===== config.mk =====
export PLATFORM = sky130hd
export DESIGN_NAME = motion_tracker_top
export DESIGN_NICKNAME = d
export VERILOG_FILES = /design/src/motion_pkg.sv /design/src/centroid_accumulator.sv /design/src/centroid_divider.sv /design/src/gesture_detector.sv /design/src/led_pixel_classifier.sv /design/src/motion_accumulator.sv /design/src/motion_tracker_top.sv
export SDC_FILE = /design/constraint.sdc
export NUM_CORES = 2
export LEC_CHECK = 0
export ABC_AREA = 1
export BUFFER_PORTS_ARGS = -buffer_cell sky130_fd_sc_hd__buf_2
export CAP_MARGIN = 0
export CORE_MARGIN = 2
export CORE_UTILIZATION = 40
export DETAILED_ROUTE_END_ITERATION = 7
export RECOVER_POWER = 50
export SLEW_MARGIN = 10
export SYNTH_ARGS = -nofsm -noshare
export SYNTH_HDL_FRONTEND = slang
export SYNTH_SLANG_ARGS = --single-unit

===== constraint.sdc =====
create_clock -name clk_65mhz -period 4.8 [get_ports clk_65mhz]
set_input_delay 0.96 -clock clk_65mhz [delete_from_list [all_inputs] [get_ports clk_65mhz]]
set_output_delay 0.96 -clock clk_65mhz [all_outputs]
set_load 0.05 [all_outputs]

===== src/motion_pkg.sv =====
package motion_pkg;

    // 4 bits each of red, green, blue
    typedef logic [11:0] pixel_t;

    localparam int X_W           = 9;
    localparam int Y_W           = 8;
    localparam int COUNT_W       = 16;
    localparam int SUM_W         = 24;
    localparam int TOTAL_W       = 13;
    localparam int WINDOW_FRAMES = 8;

    // per-channel classifier thresholds, all strict
    localparam logic [3:0] RED_MIN       = 4'd12;
    localparam logic [3:0] RED_OTHER_MAX = 4'd2;
    localparam logic [3:0] WHITE_MIN     = 4'd13;

    // window magnitude thresholds for the gestures
    localparam logic [TOTAL_W-1:0] PUNCH_DX_MIN = TOTAL_W'(64);
    localparam logic [TOTAL_W-1:0] PUNCH_DY_MAX = TOTAL_W'(48);
    localparam logic [TOTAL_W-1:0] KICK_DY_MIN  = TOTAL_W'(64);
    localparam logic [TOTAL_W-1:0] KICK_DX_MAX  = TOTAL_W'(48);

    typedef enum logic [1:0] {
        none,
        red_marker,
        ir_marker
    } marker_e;

    typedef enum logic [1:0] {
        accumulate,
        report,
        clear
    } window_state_e;

    typedef enum logic {
        idle,
        busy
    } div_state_e;

endpackage


===== src/centroid_accumulator.sv =====
module centroid_accumulator #(
    parameter motion_pkg::marker_e MARKER = motion_pkg::red_marker
) (
    input  logic                           clk_65mhz,
    input  logic                           reset_8frame_delta_values,
    input  motion_pkg::marker_e            marker,
    input  logic [motion_pkg::X_W-1:0]     marker_x,
    input  logic [motion_pkg::Y_W-1:0]     marker_y,
    input  logic                           frame_end,
    output logic                           div_start,
    output logic [motion_pkg::COUNT_W-1:0] pixel_count,
    output logic [motion_pkg::SUM_W-1:0]   x_sum,
    output logic [motion_pkg::SUM_W-1:0]   y_sum
);

    logic [motion_pkg::COUNT_W-1:0] run_count;
    logic [motion_pkg::SUM_W-1:0]   run_x_sum;
    logic [motion_pkg::SUM_W-1:0]   run_y_sum;
    logic                           hit;

    assign hit = (marker == MARKER);

    always_ff @(posedge clk_65mhz) begin
        if (reset_8frame_delta_values) begin
            run_count   <= '0;
            run_x_sum   <= '0;
            run_y_sum   <= '0;
            pixel_count <= '0;
            x_sum       <= '0;
            y_sum       <= '0;
            div_start   <= 1'b0;
        end else begin
            // empty frame launches nothing, centroid holds
            div_start <= frame_end && (run_count != '0);
            if (frame_end) begin
                pixel_count <= run_count;
                x_sum       <= run_x_sum;
                y_sum       <= run_y_sum;
                run_count   <= '0;
                run_x_sum   <= '0;
                run_y_sum   <= '0;
            end else if (hit) begin
                run_count <= run_count + 1'b1;
                run_x_sum <= run_x_sum + motion_pkg::SUM_W'(marker_x);
                run_y_sum <= run_y_sum + motion_pkg::SUM_W'(marker_y);
            end
        end
    end

    // dividers must never see a zero divisor
    assert property (@(posedge clk_65mhz) disable iff (reset_8frame_delta_values)
        div_start |-> (pixel_count != '0));

endmodule


===== src/centroid_divider.sv =====
module centroid_divider #(
    parameter int DIVIDEND_W = 24,
    parameter int DIVISOR_W  = 16
) (
    input  logic                  clk_65mhz,
    input  logic                  reset_8frame_delta_values,
    input  logic                  start,
    input  logic [DIVIDEND_W-1:0] dividend,
    input  logic [DIVISOR_W-1:0]  divisor,
    output logic                  done,
    output logic [DIVIDEND_W-1:0] quotient
);

    localparam int CNT_W = $clog2(DIVIDEND_W) + 1;

    motion_pkg::div_state_e state;
    logic [CNT_W-1:0]      bit_cnt;
    logic [DIVISOR_W-1:0]  rem;
    logic [DIVIDEND_W-1:0] quo;
    logic [DIVISOR_W-1:0]  den;
    logic [DIVISOR_W-1:0]  src_rem;
    logic [DIVIDEND_W-1:0] src_quo;
    logic [DIVISOR_W-1:0]  src_den;
    logic [DIVISOR_W:0]    trial;
    logic [DIVISOR_W:0]    diff;
    logic [DIVISOR_W-1:0]  next_rem;
    logic [DIVIDEND_W-1:0] next_quo;

    ////////////////////////////////////////////////////////////
    // one restoring step per cycle
    // the first step runs in the start cycle itself
    ////////////////////////////////////////////////////////////

    always_comb begin
        src_rem = start ? '0 : rem;
        src_quo = start ? dividend : quo;
        src_den = start ? divisor : den;
        trial   = {src_rem, src_quo[DIVIDEND_W-1]};
        diff    = trial - {1'b0, src_den};
        if (trial >= {1'b0, src_den}) begin
            next_rem = diff[DIVISOR_W-1:0];
            next_quo = {src_quo[DIVIDEND_W-2:0], 1'b1};
        end else begin
            next_rem = trial[DIVISOR_W-1:0];
            next_quo = {src_quo[DIVIDEND_W-2:0], 1'b0};
        end
    end

    always_ff @(posedge clk_65mhz) begin
        if (reset_8frame_delta_values) begin
            state   <= motion_pkg::idle;
            bit_cnt <= '0;
            done    <= 1'b0;
        end else begin
            done <= 1'b0;
            if (start) begin
                state   <= motion_pkg::busy;
                bit_cnt <= CNT_W'(1);
            end else if (state == motion_pkg::busy) begin
                bit_cnt <= bit_cnt + 1'b1;
                if (bit_cnt == CNT_W'(DIVIDEND_W - 1)) begin
                    state <= motion_pkg::idle;
                    done  <= 1'b1;
                end
            end
        end
    end

    // dividend bits shift out the top as quotient bits shift in
    always_ff @(posedge clk_65mhz) begin
        if (start || state == motion_pkg::busy) begin
            rem <= next_rem;
            quo <= next_quo;
        end
        if (start) begin
            den <= divisor;
        end
    end

    assign quotient = quo;

    assert property (@(posedge clk_65mhz) disable iff (reset_8frame_delta_values)
        start |-> (state == motion_pkg::idle));

endmodule


===== src/gesture_detector.sv =====
module gesture_detector (
    input  logic                           clk_65mhz,
    input  logic                           reset_8frame_delta_values,
    input  logic                           window_valid,
    input  logic [motion_pkg::TOTAL_W-1:0] dx_total,
    input  logic [motion_pkg::TOTAL_W-1:0] dy_total,
    output logic                           punch,
    output logic                           kick
);

    logic punch_now;
    logic kick_now;

    // magnitudes only, direction does not matter
    assign punch_now = (dx_total > motion_pkg::PUNCH_DX_MIN)
                       && (dy_total < motion_pkg::PUNCH_DY_MAX);
    assign kick_now  = (dy_total > motion_pkg::KICK_DY_MIN)
                       && (dx_total < motion_pkg::KICK_DX_MAX);

    // flags hold until the next window closes
    always_ff @(posedge clk_65mhz) begin
        if (reset_8frame_delta_values) begin
            punch <= 1'b0;
            kick  <= 1'b0;
        end else if (window_valid) begin
            punch <= punch_now;
            kick  <= kick_now;
        end
    end

endmodule


===== src/led_pixel_classifier.sv =====
module led_pixel_classifier (
    input  logic                       clk_65mhz,
    input  logic                       reset_8frame_delta_values,
    input  logic                       pixel_valid,
    input  motion_pkg::pixel_t         pixel,
    input  logic [motion_pkg::X_W-1:0] pixel_x,
    input  logic [motion_pkg::Y_W-1:0] pixel_y,
    output motion_pkg::marker_e        marker,
    output logic [motion_pkg::X_W-1:0] marker_x,
    output logic [motion_pkg::Y_W-1:0] marker_y
);

    logic [3:0] red;
    logic [3:0] green;
    logic [3:0] blue;
    logic       is_red;
    logic       is_white;
    motion_pkg::marker_e label;

    assign red   = pixel[11:8];
    assign green = pixel[7:4];
    assign blue  = pixel[3:0];

    // player 1 led, bright red with almost no green or blue
    assign is_red = (red > motion_pkg::RED_MIN) && (green < motion_pkg::RED_OTHER_MAX)
                    && (blue < motion_pkg::RED_OTHER_MAX);
    // player 2 led, saturated on all channels
    assign is_white = (red > motion_pkg::WHITE_MIN) && (green > motion_pkg::WHITE_MIN)
                      && (blue > motion_pkg::WHITE_MIN);

    always_comb begin
        if (!pixel_valid) begin
            label = motion_pkg::none;
        end else if (is_red) begin
            label = motion_pkg::red_marker;
        end else if (is_white) begin
            label = motion_pkg::ir_marker;
        end else begin
            label = motion_pkg::none;
        end
    end

    always_ff @(posedge clk_65mhz) begin
        if (reset_8frame_delta_values) begin
            marker <= motion_pkg::none;
        end else begin
            marker <= label;
        end
    end

    always_ff @(posedge clk_65mhz) begin
        marker_x <= pixel_x;
        marker_y <= pixel_y;
    end

endmodule


===== src/motion_accumulator.sv =====
module motion_accumulator (
    input  logic                           clk_65mhz,
    input  logic                           reset_8frame_delta_values,
    input  logic                           coord_valid,
    input  logic [motion_pkg::X_W-1:0]     new_x,
    input  logic [motion_pkg::Y_W-1:0]     new_y,
    input  logic                           frame_end,
    output logic                           window_valid,
    output logic [motion_pkg::TOTAL_W-1:0] dx_total,
    output logic                           dx_neg,
    output logic [motion_pkg::TOTAL_W-1:0] dy_total,
    output logic                           dy_neg
);

    localparam int TOTAL_W = motion_pkg::TOTAL_W;
    localparam int TALLY_W = $clog2(motion_pkg::WINDOW_FRAMES);

    motion_pkg::window_state_e state;
    logic [TALLY_W-1:0]         tally;
    logic                       last_frame;
    logic [motion_pkg::X_W-1:0] cur_x;
    logic [motion_pkg::Y_W-1:0] cur_y;
    logic                       pend_valid;
    logic [motion_pkg::X_W-1:0] pend_x;
    logic [motion_pkg::Y_W-1:0] pend_y;
    logic                       apply_valid;
    logic [motion_pkg::X_W-1:0] apply_x;
    logic [motion_pkg::Y_W-1:0] apply_y;
    logic                       x_step_neg;
    logic                       y_step_neg;
    logic [TOTAL_W-1:0]         x_step;
    logic [TOTAL_W-1:0]         y_step;

    // signed-magnitude add, returns {neg, magnitude}
    function automatic logic [TOTAL_W:0] fold(
        input logic [TOTAL_W-1:0] total,
        input logic               total_neg,
        input logic [TOTAL_W-1:0] step,
        input logic               step_neg
    );
        logic [TOTAL_W:0] result;
        if (total_neg == step_neg) begin
            result = {total_neg, total + step};
        end else if (total > step) begin
            result = {total_neg, total - step};
        end else if (step > total) begin
            result = {step_neg, step - total};
        end else begin
            // equal magnitudes cancel to positive zero
            result = '0;
        end
        return result;
    endfunction

    assign last_frame   = (tally == TALLY_W'(motion_pkg::WINDOW_FRAMES - 1));
    assign window_valid = (state == motion_pkg::report);

    // updates held back during report and clear go in afterwards
    always_comb begin
        apply_valid = 1'b0;
        apply_x     = pend_x;
        apply_y     = pend_y;
        if (state == motion_pkg::accumulate) begin
            if (coord_valid) begin
                apply_valid = 1'b1;
                apply_x     = new_x;
                apply_y     = new_y;
            end else if (pend_valid) begin
                apply_valid = 1'b1;
            end
        end
    end

    // movement is new minus current
    assign x_step_neg = (apply_x < cur_x);
    assign y_step_neg = (apply_y < cur_y);
    assign x_step = TOTAL_W'(x_step_neg ? cur_x - apply_x : apply_x - cur_x);
    assign y_step = TOTAL_W'(y_step_neg ? cur_y - apply_y : apply_y - cur_y);

    always_ff @(posedge clk_65mhz) begin
        if (reset_8frame_delta_values) begin
            state      <= motion_pkg::accumulate;
            tally      <= '0;
            cur_x      <= '0;
            cur_y      <= '0;
            pend_valid <= 1'b0;
            dx_total   <= '0;
            dx_neg     <= 1'b0;
            dy_total   <= '0;
            dy_neg     <= 1'b0;
        end else begin
            if (frame_end) begin
                tally <= last_frame ? '0 : tally + 1'b1;
            end
            if (coord_valid && state != motion_pkg::accumulate) begin
                pend_valid <= 1'b1;
            end else if (apply_valid) begin
                pend_valid <= 1'b0;
            end
            case (state)
                motion_pkg::accumulate: begin
                    if (apply_valid) begin
                        {dx_neg, dx_total} <= fold(dx_total, dx_neg, x_step, x_step_neg);
                        {dy_neg, dy_total} <= fold(dy_total, dy_neg, y_step, y_step_neg);
                        cur_x <= apply_x;
                        cur_y <= apply_y;
                    end
                    if (frame_end && last_frame) begin
                        state <= motion_pkg::report;
                    end
                end
                motion_pkg::report: begin
                    state <= motion_pkg::clear;
                end
                default: begin
                    dx_total <= '0;
                    dx_neg   <= 1'b0;
                    dy_total <= '0;
                    dy_neg   <= 1'b0;
                    state    <= motion_pkg::accumulate;
                end
            endcase
        end
    end

    always_ff @(posedge clk_65mhz) begin
        if (coord_valid && state != motion_pkg::accumulate) begin
            pend_x <= new_x;
            pend_y <= new_y;
        end
    end

    assert property (@(posedge clk_65mhz) disable iff (reset_8frame_delta_values)
        window_valid |=> !window_valid);

endmodule


===== src/motion_tracker_top.sv =====
module motion_tracker_top (
    input  logic                           clk_65mhz,
    input  logic                           reset_8frame_delta_values,
    input  logic                           pixel_valid,
    input  motion_pkg::pixel_t             pixel,
    input  logic [motion_pkg::X_W-1:0]     pixel_x,
    input  logic [motion_pkg::Y_W-1:0]     pixel_y,
    input  logic                           frame_end,
    output logic                           window_valid,
    output logic [motion_pkg::TOTAL_W-1:0] p1_dx_total,
    output logic                           p1_dx_neg,
    output logic [motion_pkg::TOTAL_W-1:0] p1_dy_total,
    output logic                           p1_dy_neg,
    output logic [motion_pkg::TOTAL_W-1:0] p2_dx_total,
    output logic                           p2_dx_neg,
    output logic [motion_pkg::TOTAL_W-1:0] p2_dy_total,
    output logic                           p2_dy_neg,
    output logic                           p1_punch,
    output logic                           p1_kick,
    output logic                           p2_punch,
    output logic                           p2_kick
);

    localparam int DIVIDEND_W = motion_pkg::SUM_W;
    localparam int DIVISOR_W  = motion_pkg::COUNT_W;

    motion_pkg::marker_e            marker;
    logic [motion_pkg::X_W-1:0]     marker_x;
    logic [motion_pkg::Y_W-1:0]     marker_y;
    logic [1:0]                     div_start;
    logic [DIVISOR_W-1:0]           pixel_count [2];
    logic [DIVIDEND_W-1:0]          x_sum [2];
    logic [DIVIDEND_W-1:0]          y_sum [2];
    logic [1:0]                     x_done;
    logic [DIVIDEND_W-1:0]          x_quo [2];
    logic [DIVIDEND_W-1:0]          y_quo [2];
    logic [1:0]                     win_valid;
    logic [motion_pkg::TOTAL_W-1:0] dx_total [2];
    logic [motion_pkg::TOTAL_W-1:0] dy_total [2];
    logic [1:0]                     dx_neg;
    logic [1:0]                     dy_neg;
    logic [1:0]                     punch;
    logic [1:0]                     kick;

    led_pixel_classifier led_pixel_classifier_inst (
        .clk_65mhz                 (clk_65mhz),
        .reset_8frame_delta_values (reset_8frame_delta_values),
        .pixel_valid               (pixel_valid),
        .pixel                     (pixel),
        .pixel_x                   (pixel_x),
        .pixel_y                   (pixel_y),
        .marker                    (marker),
        .marker_x                  (marker_x),
        .marker_y                  (marker_y)
    );

    ////////////////////////////////////////////////////////////
    // per player chain, index 0 is the red led
    ////////////////////////////////////////////////////////////

    for (genvar p = 0; p < 2; p++) begin : g_player
        centroid_accumulator #(
            .MARKER(p == 0 ? motion_pkg::red_marker : motion_pkg::ir_marker)
        ) centroid_accumulator_inst (
            .clk_65mhz                 (clk_65mhz),
            .reset_8frame_delta_values (reset_8frame_delta_values),
            .marker                    (marker),
            .marker_x                  (marker_x),
            .marker_y                  (marker_y),
            .frame_end                 (frame_end),
            .div_start                 (div_start[p]),
            .pixel_count               (pixel_count[p]),
            .x_sum                     (x_sum[p]),
            .y_sum                     (y_sum[p])
        );

        centroid_divider #(
            .DIVIDEND_W(DIVIDEND_W),
            .DIVISOR_W (DIVISOR_W)
        ) x_divider_inst (
            .clk_65mhz                 (clk_65mhz),
            .reset_8frame_delta_values (reset_8frame_delta_values),
            .start                     (div_start[p]),
            .dividend                  (x_sum[p]),
            .divisor                   (pixel_count[p]),
            .done                      (x_done[p]),
            .quotient                  (x_quo[p])
        );

        // same start and latency as the x divider
        centroid_divider #(
            .DIVIDEND_W(DIVIDEND_W),
            .DIVISOR_W (DIVISOR_W)
        ) y_divider_inst (
            .clk_65mhz                 (clk_65mhz),
            .reset_8frame_delta_values (reset_8frame_delta_values),
            .start                     (div_start[p]),
            .dividend                  (y_sum[p]),
            .divisor                   (pixel_count[p]),
            .done                      (),
            .quotient                  (y_quo[p])
        );

        // centroid always fits the coordinate width
        motion_accumulator motion_accumulator_inst (
            .clk_65mhz                 (clk_65mhz),
            .reset_8frame_delta_values (reset_8frame_delta_values),
            .coord_valid               (x_done[p]),
            .new_x                     (x_quo[p][motion_pkg::X_W-1:0]),
            .new_y                     (y_quo[p][motion_pkg::Y_W-1:0]),
            .frame_end                 (frame_end),
            .window_valid              (win_valid[p]),
            .dx_total                  (dx_total[p]),
            .dx_neg                    (dx_neg[p]),
            .dy_total                  (dy_total[p]),
            .dy_neg                    (dy_neg[p])
        );

        gesture_detector gesture_detector_inst (
            .clk_65mhz                 (clk_65mhz),
            .reset_8frame_delta_values (reset_8frame_delta_values),
            .window_valid              (win_valid[p]),
            .dx_total                  (dx_total[p]),
            .dy_total                  (dy_total[p]),
            .punch                     (punch[p]),
            .kick                      (kick[p])
        );
    end

    assign window_valid = win_valid[0];
    assign p1_dx_total  = dx_total[0];
    assign p1_dx_neg    = dx_neg[0];
    assign p1_dy_total  = dy_total[0];
    assign p1_dy_neg    = dy_neg[0];
    assign p2_dx_total  = dx_total[1];
    assign p2_dx_neg    = dx_neg[1];
    assign p2_dy_total  = dy_total[1];
    assign p2_dy_neg    = dy_neg[1];
    assign p1_punch     = punch[0];
    assign p1_kick      = kick[0];
    assign p2_punch     = punch[1];
    assign p2_kick      = kick[1];

endmodule


# Word-level counts from Yosys, hierarchy flattened
# Index checks and enable logic that the tools add are counted.
[word_totals] out_inout_bits=61 n_memories=0 latchBits=0 romBits=0 inputBits=33 mem_bits_rw=0 reg_bits=671
[classes] muxes=100 div_mod_pow=0 n_shift=0 reduce_logical=45 eq_ne=26 magnitude_cmp=30 bitwise=5 mul=0 n_addsub=36
[op_table] op="2-to-1 mux 16 bit" count=12
[op_table] op="2-to-1 mux 14 bit" count=12
[op_table] op="greater-than comparator 13 bit" count=8
[op_table] op="2-to-1 mux 13 bit" count=8
[op_table] op="case mux 13 bit (2 select lines)" count=4
[op_table] op="subtractor 13 bit" count=8
[op_table] op="2-to-1 mux 24 bit" count=4
[op_table] op="greater-or-equal comparator 17 x 16 -> 1 bit" count=4
[op_table] op="subtractor 16 bit" count=4
[op_table] op="adder 13 bit" count=4
[op_table] op="greater-than comparator 13 x 7 -> 1 bit (second input constant)" count=4
[op_table] op="< comparator 13 x 6 -> 1 bit (second input constant)" count=4
[op_table] op="adder 24 x 8 -> 24 bit" count=2
[op_table] op="adder 24 x 9 -> 24 bit" count=2
[op_table] op="2-to-1 mux 1 bit" count=41
[op_table] op="subtractor 9 x 9 -> 10 bit" count=4
[op_table] op="2-to-1 mux 9 bit" count=4
[op_table] op="subtractor 8 x 8 -> 9 bit" count=4
[op_table] op="adder 16 x 1 -> 16 bit (second input constant)" count=2
[op_table] op="2-to-1 mux 8 bit" count=4
[op_table] op="nonzero test 16 bit" count=2
[op_table] op="adder 6 x 1 -> 6 bit (second input constant)" count=4
[op_table] op="== test 6 x 5 -> 1 bit (second input constant)" count=4
[op_table] op="!= test 2 bit (second input constant)" count=10
[op_table] op="other kinds (23)" count=83

# Longest topological paths before layout
[logic_depth] ltp_word=10 depth_mapped=35

# Cells and area by module
# A second synthesis with hierarchy kept.
[hier_totals] hier_cells=6937 area_unflattened_um2=47484.3
[modules_own_cells] module="centroid_divider" area_each_um2=3937.5 cells_per_inst=523 n_inst=4 seq_area_each_um2=1681.6
[modules_own_cells] module="motion_accumulator (g_player[0].motion_accumulator_inst)" area_each_um2=9282.7 cells_per_inst=1479 n_inst=1 seq_area_each_um2=1531.5
[modules_own_cells] module="motion_accumulator (g_player[1].motion_accumulator_inst)" area_each_um2=9066.2 cells_per_inst=1412 n_inst=1 seq_area_each_um2=1531.5
[modules_own_cells] module="centroid_accumulator (g_player[0].centroid_accumulator_inst)" area_each_um2=6252.2 cells_per_inst=904 n_inst=1 seq_area_each_um2=2582.5
[modules_own_cells] module="centroid_accumulator (g_player[1].centroid_accumulator_inst)" area_each_um2=6145.9 cells_per_inst=902 n_inst=1 seq_area_each_um2=2582.5
[modules_own_cells] module="gesture_detector" area_each_um2=257.7 cells_per_inst=53 n_inst=2 seq_area_each_um2=40.0
[modules_own_cells] module="led_pixel_classifier" area_each_um2=471.7 cells_per_inst=42 n_inst=1 seq_area_each_um2=380.4

# Worst setup path before layout
# No wires, ideal clock.
[synth_timing] path_kind="flip-flop to flip-flop" start="reg g_player[0].motion_accumulator_inst.state[1]" end="reg g_player[0].motion_accumulator_inst.dx_total[12] (netlist name)" path_slack_ns=0.392 setup_ns=0.132 period_less_slack_ns=4.408 stages_incl_launch_ff=27 arrival_ns=4.276 required_ns=4.668 n_path_buf=2 cell_sequence="dfxtp_1 nor2_1 nand2_1 clkbuf_1 o21ai_0 inv_1 fa_1 nand3_1 nand3_1 nand2_1 nand2_1 nand2_2 nand2_2 buf_6 o21ai_0 inv_1 fa_1 o21ai_0 nand2_1 nand3_1 nand2_1 nand2_1 inv_1 nand2_1 nand3_1 nand3_1 a21oi_1"
[synth_via] elab_chain_len=10 elab_cells_between_ends=22 cone_classes="add/sub (5); order compare (3); eq/ne (3); mux (8); bitwise (1); reduce/logical (2)"
[synth_lines] item="start, declared" line="motion_accumulator.sv:18" rtl="motion_pkg::window_state_e state;"
[synth_lines] item="start signal, assigned" line="motion_accumulator.sv:82" rtl="state <= motion_pkg::accumulate;"
[synth_lines] item="start signal, assigned" line="motion_accumulator.sv:109" rtl="state <= motion_pkg::report;"
[synth_lines] item="start signal, assigned" line="motion_accumulator.sv:113" rtl="state <= motion_pkg::clear;"
[synth_lines] item="zero test 2 bit *" line="motion_accumulator.sv:63" rtl="if (state == motion_pkg::accumulate) begin"
[synth_lines] item="2-to-1 mux 9 bit *" line="motion_accumulator.sv:63"
[synth_lines] item="via g_player[0].motion_accumulator_inst.apply_x (one bit)" line="motion_accumulator.sv:27" rtl="logic [motion_pkg::X_W-1:0] apply_x;"
[synth_lines] item="subtractor 9 x 9 -> 10 bit / < comparator 9 bit (equally long branches)" line="motion_accumulator.sv:77, motion_accumulator.sv:75"
[synth_lines] item="2-to-1 mux 13 bit" line="motion_accumulator.sv:77" rtl="assign x_step = TOTAL_W'(x_step_neg ? cur_x - apply_x : apply_x - cur_x);"
[synth_lines] item="subtractor 13 bit / greater-than comparator 13 bit (equally long branches)" line="motion_accumulator.sv:47, motion_accumulator.sv:46"
[synth_lines] item="2-to-1 mux 14 bit" line="motion_accumulator.sv:46" rtl="end else if (step > total) begin"
[synth_lines] item="2-to-1 mux 14 bit" line="motion_accumulator.sv:44" rtl="end else if (total > step) begin"
[synth_lines] item="2-to-1 mux 14 bit *" line="motion_accumulator.sv:42" rtl="if (total_neg == step_neg) begin"
[synth_lines] item="2-to-1 mux 13 bit *" line="motion_accumulator.sv:102" rtl="if (apply_valid) begin"
[synth_lines] item="case mux 13 bit (2 select lines) *" line="motion_accumulator.sv:100" rtl="case (state)"
[synth_lines] item="end signal, assigned" line="motion_accumulator.sv:103" rtl="{dx_neg, dx_total} <= fold(dx_total, dx_neg, x_step, x_step_neg);"
[synth_lines] item="end, declared" line="motion_accumulator.sv:9" rtl="output logic [motion_pkg::TOTAL_W-1:0] dx_total,"
# Mark *: on every way through the listed nets, which the timed path passes. The rest lies on a longest branch. The select of a mux whose other input is x is not followed.
# A chain may end at the register's enable or synchronous reset.

# Final worst setup path
[layout_timing] start="reg g_player[1].motion_accumulator_inst.state[1]" end="reg g_player[1].motion_accumulator_inst.dy_total[2] (netlist name)"
[layout_via] elab_chain_len=10 elab_cells_between_ends=22 cone_classes="add/sub (5); order compare (3); eq/ne (3); mux (8); bitwise (1); reduce/logical (2)"
[layout_lines] item="start, declared" line="motion_accumulator.sv:18"
[layout_lines] item="start signal, assigned" line="motion_accumulator.sv:82"
[layout_lines] item="start signal, assigned" line="motion_accumulator.sv:109"
[layout_lines] item="start signal, assigned" line="motion_accumulator.sv:113"
[layout_lines] item="zero test 2 bit" line="motion_accumulator.sv:63, motion_accumulator.sv:100"
[layout_lines] item="2-to-1 mux 8 bit" line="motion_accumulator.sv:63"
[layout_lines] item="subtractor 8 x 8 -> 9 bit / < comparator 8 bit (equally long branches)" line="motion_accumulator.sv:78, motion_accumulator.sv:76"
[layout_lines] item="2-to-1 mux 13 bit" line="motion_accumulator.sv:78" rtl="assign y_step = TOTAL_W'(y_step_neg ? cur_y - apply_y : apply_y - cur_y);"
[layout_lines] item="subtractor 13 bit / greater-than comparator 13 bit (equally long branches)" line="motion_accumulator.sv:47, motion_accumulator.sv:46"
[layout_lines] item="2-to-1 mux 14 bit" line="motion_accumulator.sv:46"
[layout_lines] item="2-to-1 mux 14 bit" line="motion_accumulator.sv:44"
[layout_lines] item="2-to-1 mux 14 bit" line="motion_accumulator.sv:42"
[layout_lines] item="2-to-1 mux 13 bit" line="motion_accumulator.sv:102"
[layout_lines] item="case mux 13 bit (2 select lines)" line="motion_accumulator.sv:100"
[layout_lines] item="end signal, assigned" line="motion_accumulator.sv:104" rtl="{dy_neg, dy_total} <= fold(dy_total, dy_neg, y_step, y_step_neg);"
[layout_lines] item="end, declared" line="motion_accumulator.sv:11" rtl="output logic [motion_pkg::TOTAL_W-1:0] dy_total,"
# Parallel ways exist; a longest one is shown, timed or not. The select of a mux whose other input is x is not followed.

==> results.toml <==
[sta]
finalCriticalPeriod_ns = 4.51
worst_clock_skew_ns = 0.0218
rsz0062_at_grt = "yes"
slew_headroom = 0.297
tightest_slew_ns = 1.05
slew_viol_final = 0
period_share = 0.940
finalSetupViolCount = 0
hold_viol_final = 0
timing.final.ws_setup_ns = 0.288
fmax_mhz = 222
fin_hold_ws_ns = 0.410
setup_tns_ns = 0

[setup_path]
r2r_setup_slack_ns = 0.29
crit_type = "reg2reg"
crit_start = "g_player[1].motion_accumulator_inst.state[1]"
worstSetupEndpointType = "flop"
crit_top_cell = "nand2_1"
cp.arrival_ns = 5.06
r2r_start = "g_player[1].motion_accumulator_inst.state[1]"
crit_path_max_incr_delay_ns = 0.42
cp_max_fo = 34
rr_endpoint = "g_player[1].motion_accumulator_inst.dy_total[2]"
worstSetupStartpointType = "flop"
worst_r2r_path_depth = 29
critPathRequiredTime_ns = 5.35
crit_end = "g_player[1].motion_accumulator_inst.dy_total[2]"
cpMaxStageDelayCell = "ha_1"

[route]
ant_nets = 0
drc_errors = 0
dr_total_vias = 38707
via_per_inst = 5.00
first_pass_iters = 5
totalWireLength_mm = 116
post_drt_wl_per_cell_um = 15.0
drt-initial-drc-count = 2546

[logic_synthesis]
ys.flop_type = "dfxtp_1"
synthArstFlopShare = 0
syn_nets = 6492
syn_area_per_cell_um2 = 7.19
syn_area_um2 = 43800
synth-seq-area-share = 0.351
synthCells = 6097
synth_edf_count = 194
ys_ff_latch = 671
synth.distinct_cells = 66
ys_warn_count = 0

[min_path]
hold_class = "in2reg"
hp-start = "pixel_y[7]"

[pwr]
power_density_nw_per_um2 = 258
peakVddDrop_mv = 0.231
p_leak_nw = 23.0

[die]
die_w_um = 335
num_rows = 121
floorplan.initialDensity = 0.403
dieArea_um2 = 112000
core_um2 = 109000
io_pins = 94
die-height_um = 335

[final_layout]
syn_to_final_growth_pct = 13.3
drive_gt1_frac = 0.0939
fin_nets = 6648

[clocking]
numCtsBuffers = 83
insertion_delay_ns = 0.65
clock_path_buffers = 3
cts_sinks = 671
root_buffer = "clkbuf_16"
cts.clk_slew.worst_paths_ns = 0.06
cts_tree = "yes"
ctsHtreeMaxLevel = 3
holdBufCountCts = 0

[place]
port_buffers = 91
place_ws_ns = 0.00432
gp_congestion = 0.946
hpwl_mm = 85.6

[grt]
grt_overflow = 0
grt_use_total = 0.203
grt_max_degree = 69
first_global_vias = 36431
grt_antenna_before_repair = 8
grt_first_pass_wirelength_mm = 188

[run_status]
status = "finished clean"

[flow_run]
cap_violations = 0
[worst max-delay path, delay by kind of cell (launching register included)]
kind / cells / cell delay, ns
AND/OR/NAND/NOR: 17 / 1.94
buffers and inverters: 6 / 0.91
adder cells (fa/ha/maj): 2 / 0.78
AO/OA/AOI/OAI: 4 / 0.44
flip-flops: 1 / 0.34
[final cells by class]
type | instances | area [µm²]
antenna | 5 | 12.5
clock buffer | 114 | 2440
clock inverter | 42 | 484
fill | 11069 | 59200
inverter | 1058 | 3990
multi-input combinational | 4154 | 23600
sequential | 671 | 15400
tap | 1414 | 1770
timing repair buffer | 285 | 1970
[layout by cell type, fill, tap and decap left out, types with 16 or more instances in the layout]
master,instances
inv_1,1041
clkbuf_16,89
buf_2,90
o21ai_0,430
nor2_1,361
buf_4,186
nor3_1,84
a21o_1,25
nand2_1,1320
xor2_1,142
ha_1,315
nand3_1,374
a21oi_1,490
o21ai_1,28
o21bai_1,27
clkbuf_1,16
nand4_1,103
fa_1,28
nor4_1,20
xnor2_1,32
nand2_2,45
o22ai_1,90
edfxtp_1,194
nand3b_1,16
dfxtp_1,474
[power breakdown]
part	switching [mW]	leakage [nW]	internal (mW)
sequential	0.0193	5.60	5.83
combinational	0.245	16.0	0.118
clock	2.59	1.43	4.02
[synth_stat cells, types with 28 or more instances]
master,number,area [µm²]
nand2_1,1324,4970
inv_1,1046,3930
a21oi_1,495,2480
dfxtp_1,477,9550
o21ai_0,451,2260
nand3_1,374,1870
nor2_1,369,1390
ha_1,334,4180
edfxtp_1,194,5830
xor2_1,142,1240
clkbuf_1,119,447
nand4_1,103,644
o22ai_1,90,563
nor3_1,84,420
nand2_2,41,257
buf_4,39,293
xnor2_1,33,289
buf_2,31,155
fa_1,28,561
[sequential cells by signal, summed over array words and instances, names as in the netlist, 48 cells and up]
register / flops
g_player.centroid_accumulator_inst.run_x_sum: 48
g_player.centroid_accumulator_inst.run_y_sum: 48
g_player.centroid_accumulator_inst.x_sum: 48
g_player.centroid_accumulator_inst.y_sum: 48
g_player.x_divider_inst.quotient: 48
g_player.y_divider_inst.quotient: 48
[kinds of logic after synthesis]
group	synth area share
muxes	0.000457
buffers and inverters	0.117
DFF	0.351
AOI/OAI and AO/OA	0.150
xor gates and xnor gates	0.0350
and+or+nand+nor	0.239
adders and majority gates	0.108
[how the worst min path moves through the flow]
stage	endpoint	cells past startpoint	slack [ns]
final	led_pixel_classifier_inst.marker_y[7]	1	0.41
after floorplan	g_player[0].y_divider_inst.den[14]	2	0.42
after detailed placement	flop	2	0.44
after global routing	led_pixel_classifier_inst.marker_x[7]	1	0.38
after global placement	flop	2	0.43
after CTS	led_pixel_classifier_inst.marker_y[7]	1	0.36
[metrics by stage]
stage / cell area [µm²] / utilization / instances / power (mW)
6_report: 49700 / 0.456 / 7743 / 12.8
5_1_grt: 49600 / 0.456 / 7738 / 13.3
4_1_cts: 49300 / 0.453 / 7727 / 13.0
3_5_place_dp: 46400 / 0.426 / 7571 / 6.34
3_3_place_gp: 46400 / 0.426 / 7571 / 6.33
2_1_floorplan: 43800 / - / 6097 / 6.23
[per-layer routing]
layer | share of wire | wire (µm) | up-vias | GRT usage
li1 | - | - | 20112 | -
met1 | 0.49 | 57300 | 17771 | 0.285
met2 | 0.44 | 51500 | 675 | 0.327
met3 | 0.043 | 5050 | 143 | 0.0244
met4 | 0.021 | 2430 | 6 | 0.0551
met5 | 0.00034 | 40 | - | 0
[timing repair]
action / CTS / global route
pin swaps: 0 / 11
setup buffers: 0 / 9
resized for setup: 1 / 74
gates cloned: 0 / 2
endpoints found under the setup margin: 1 / 56
No activity file was read; power rests on OpenSTA's default activity.
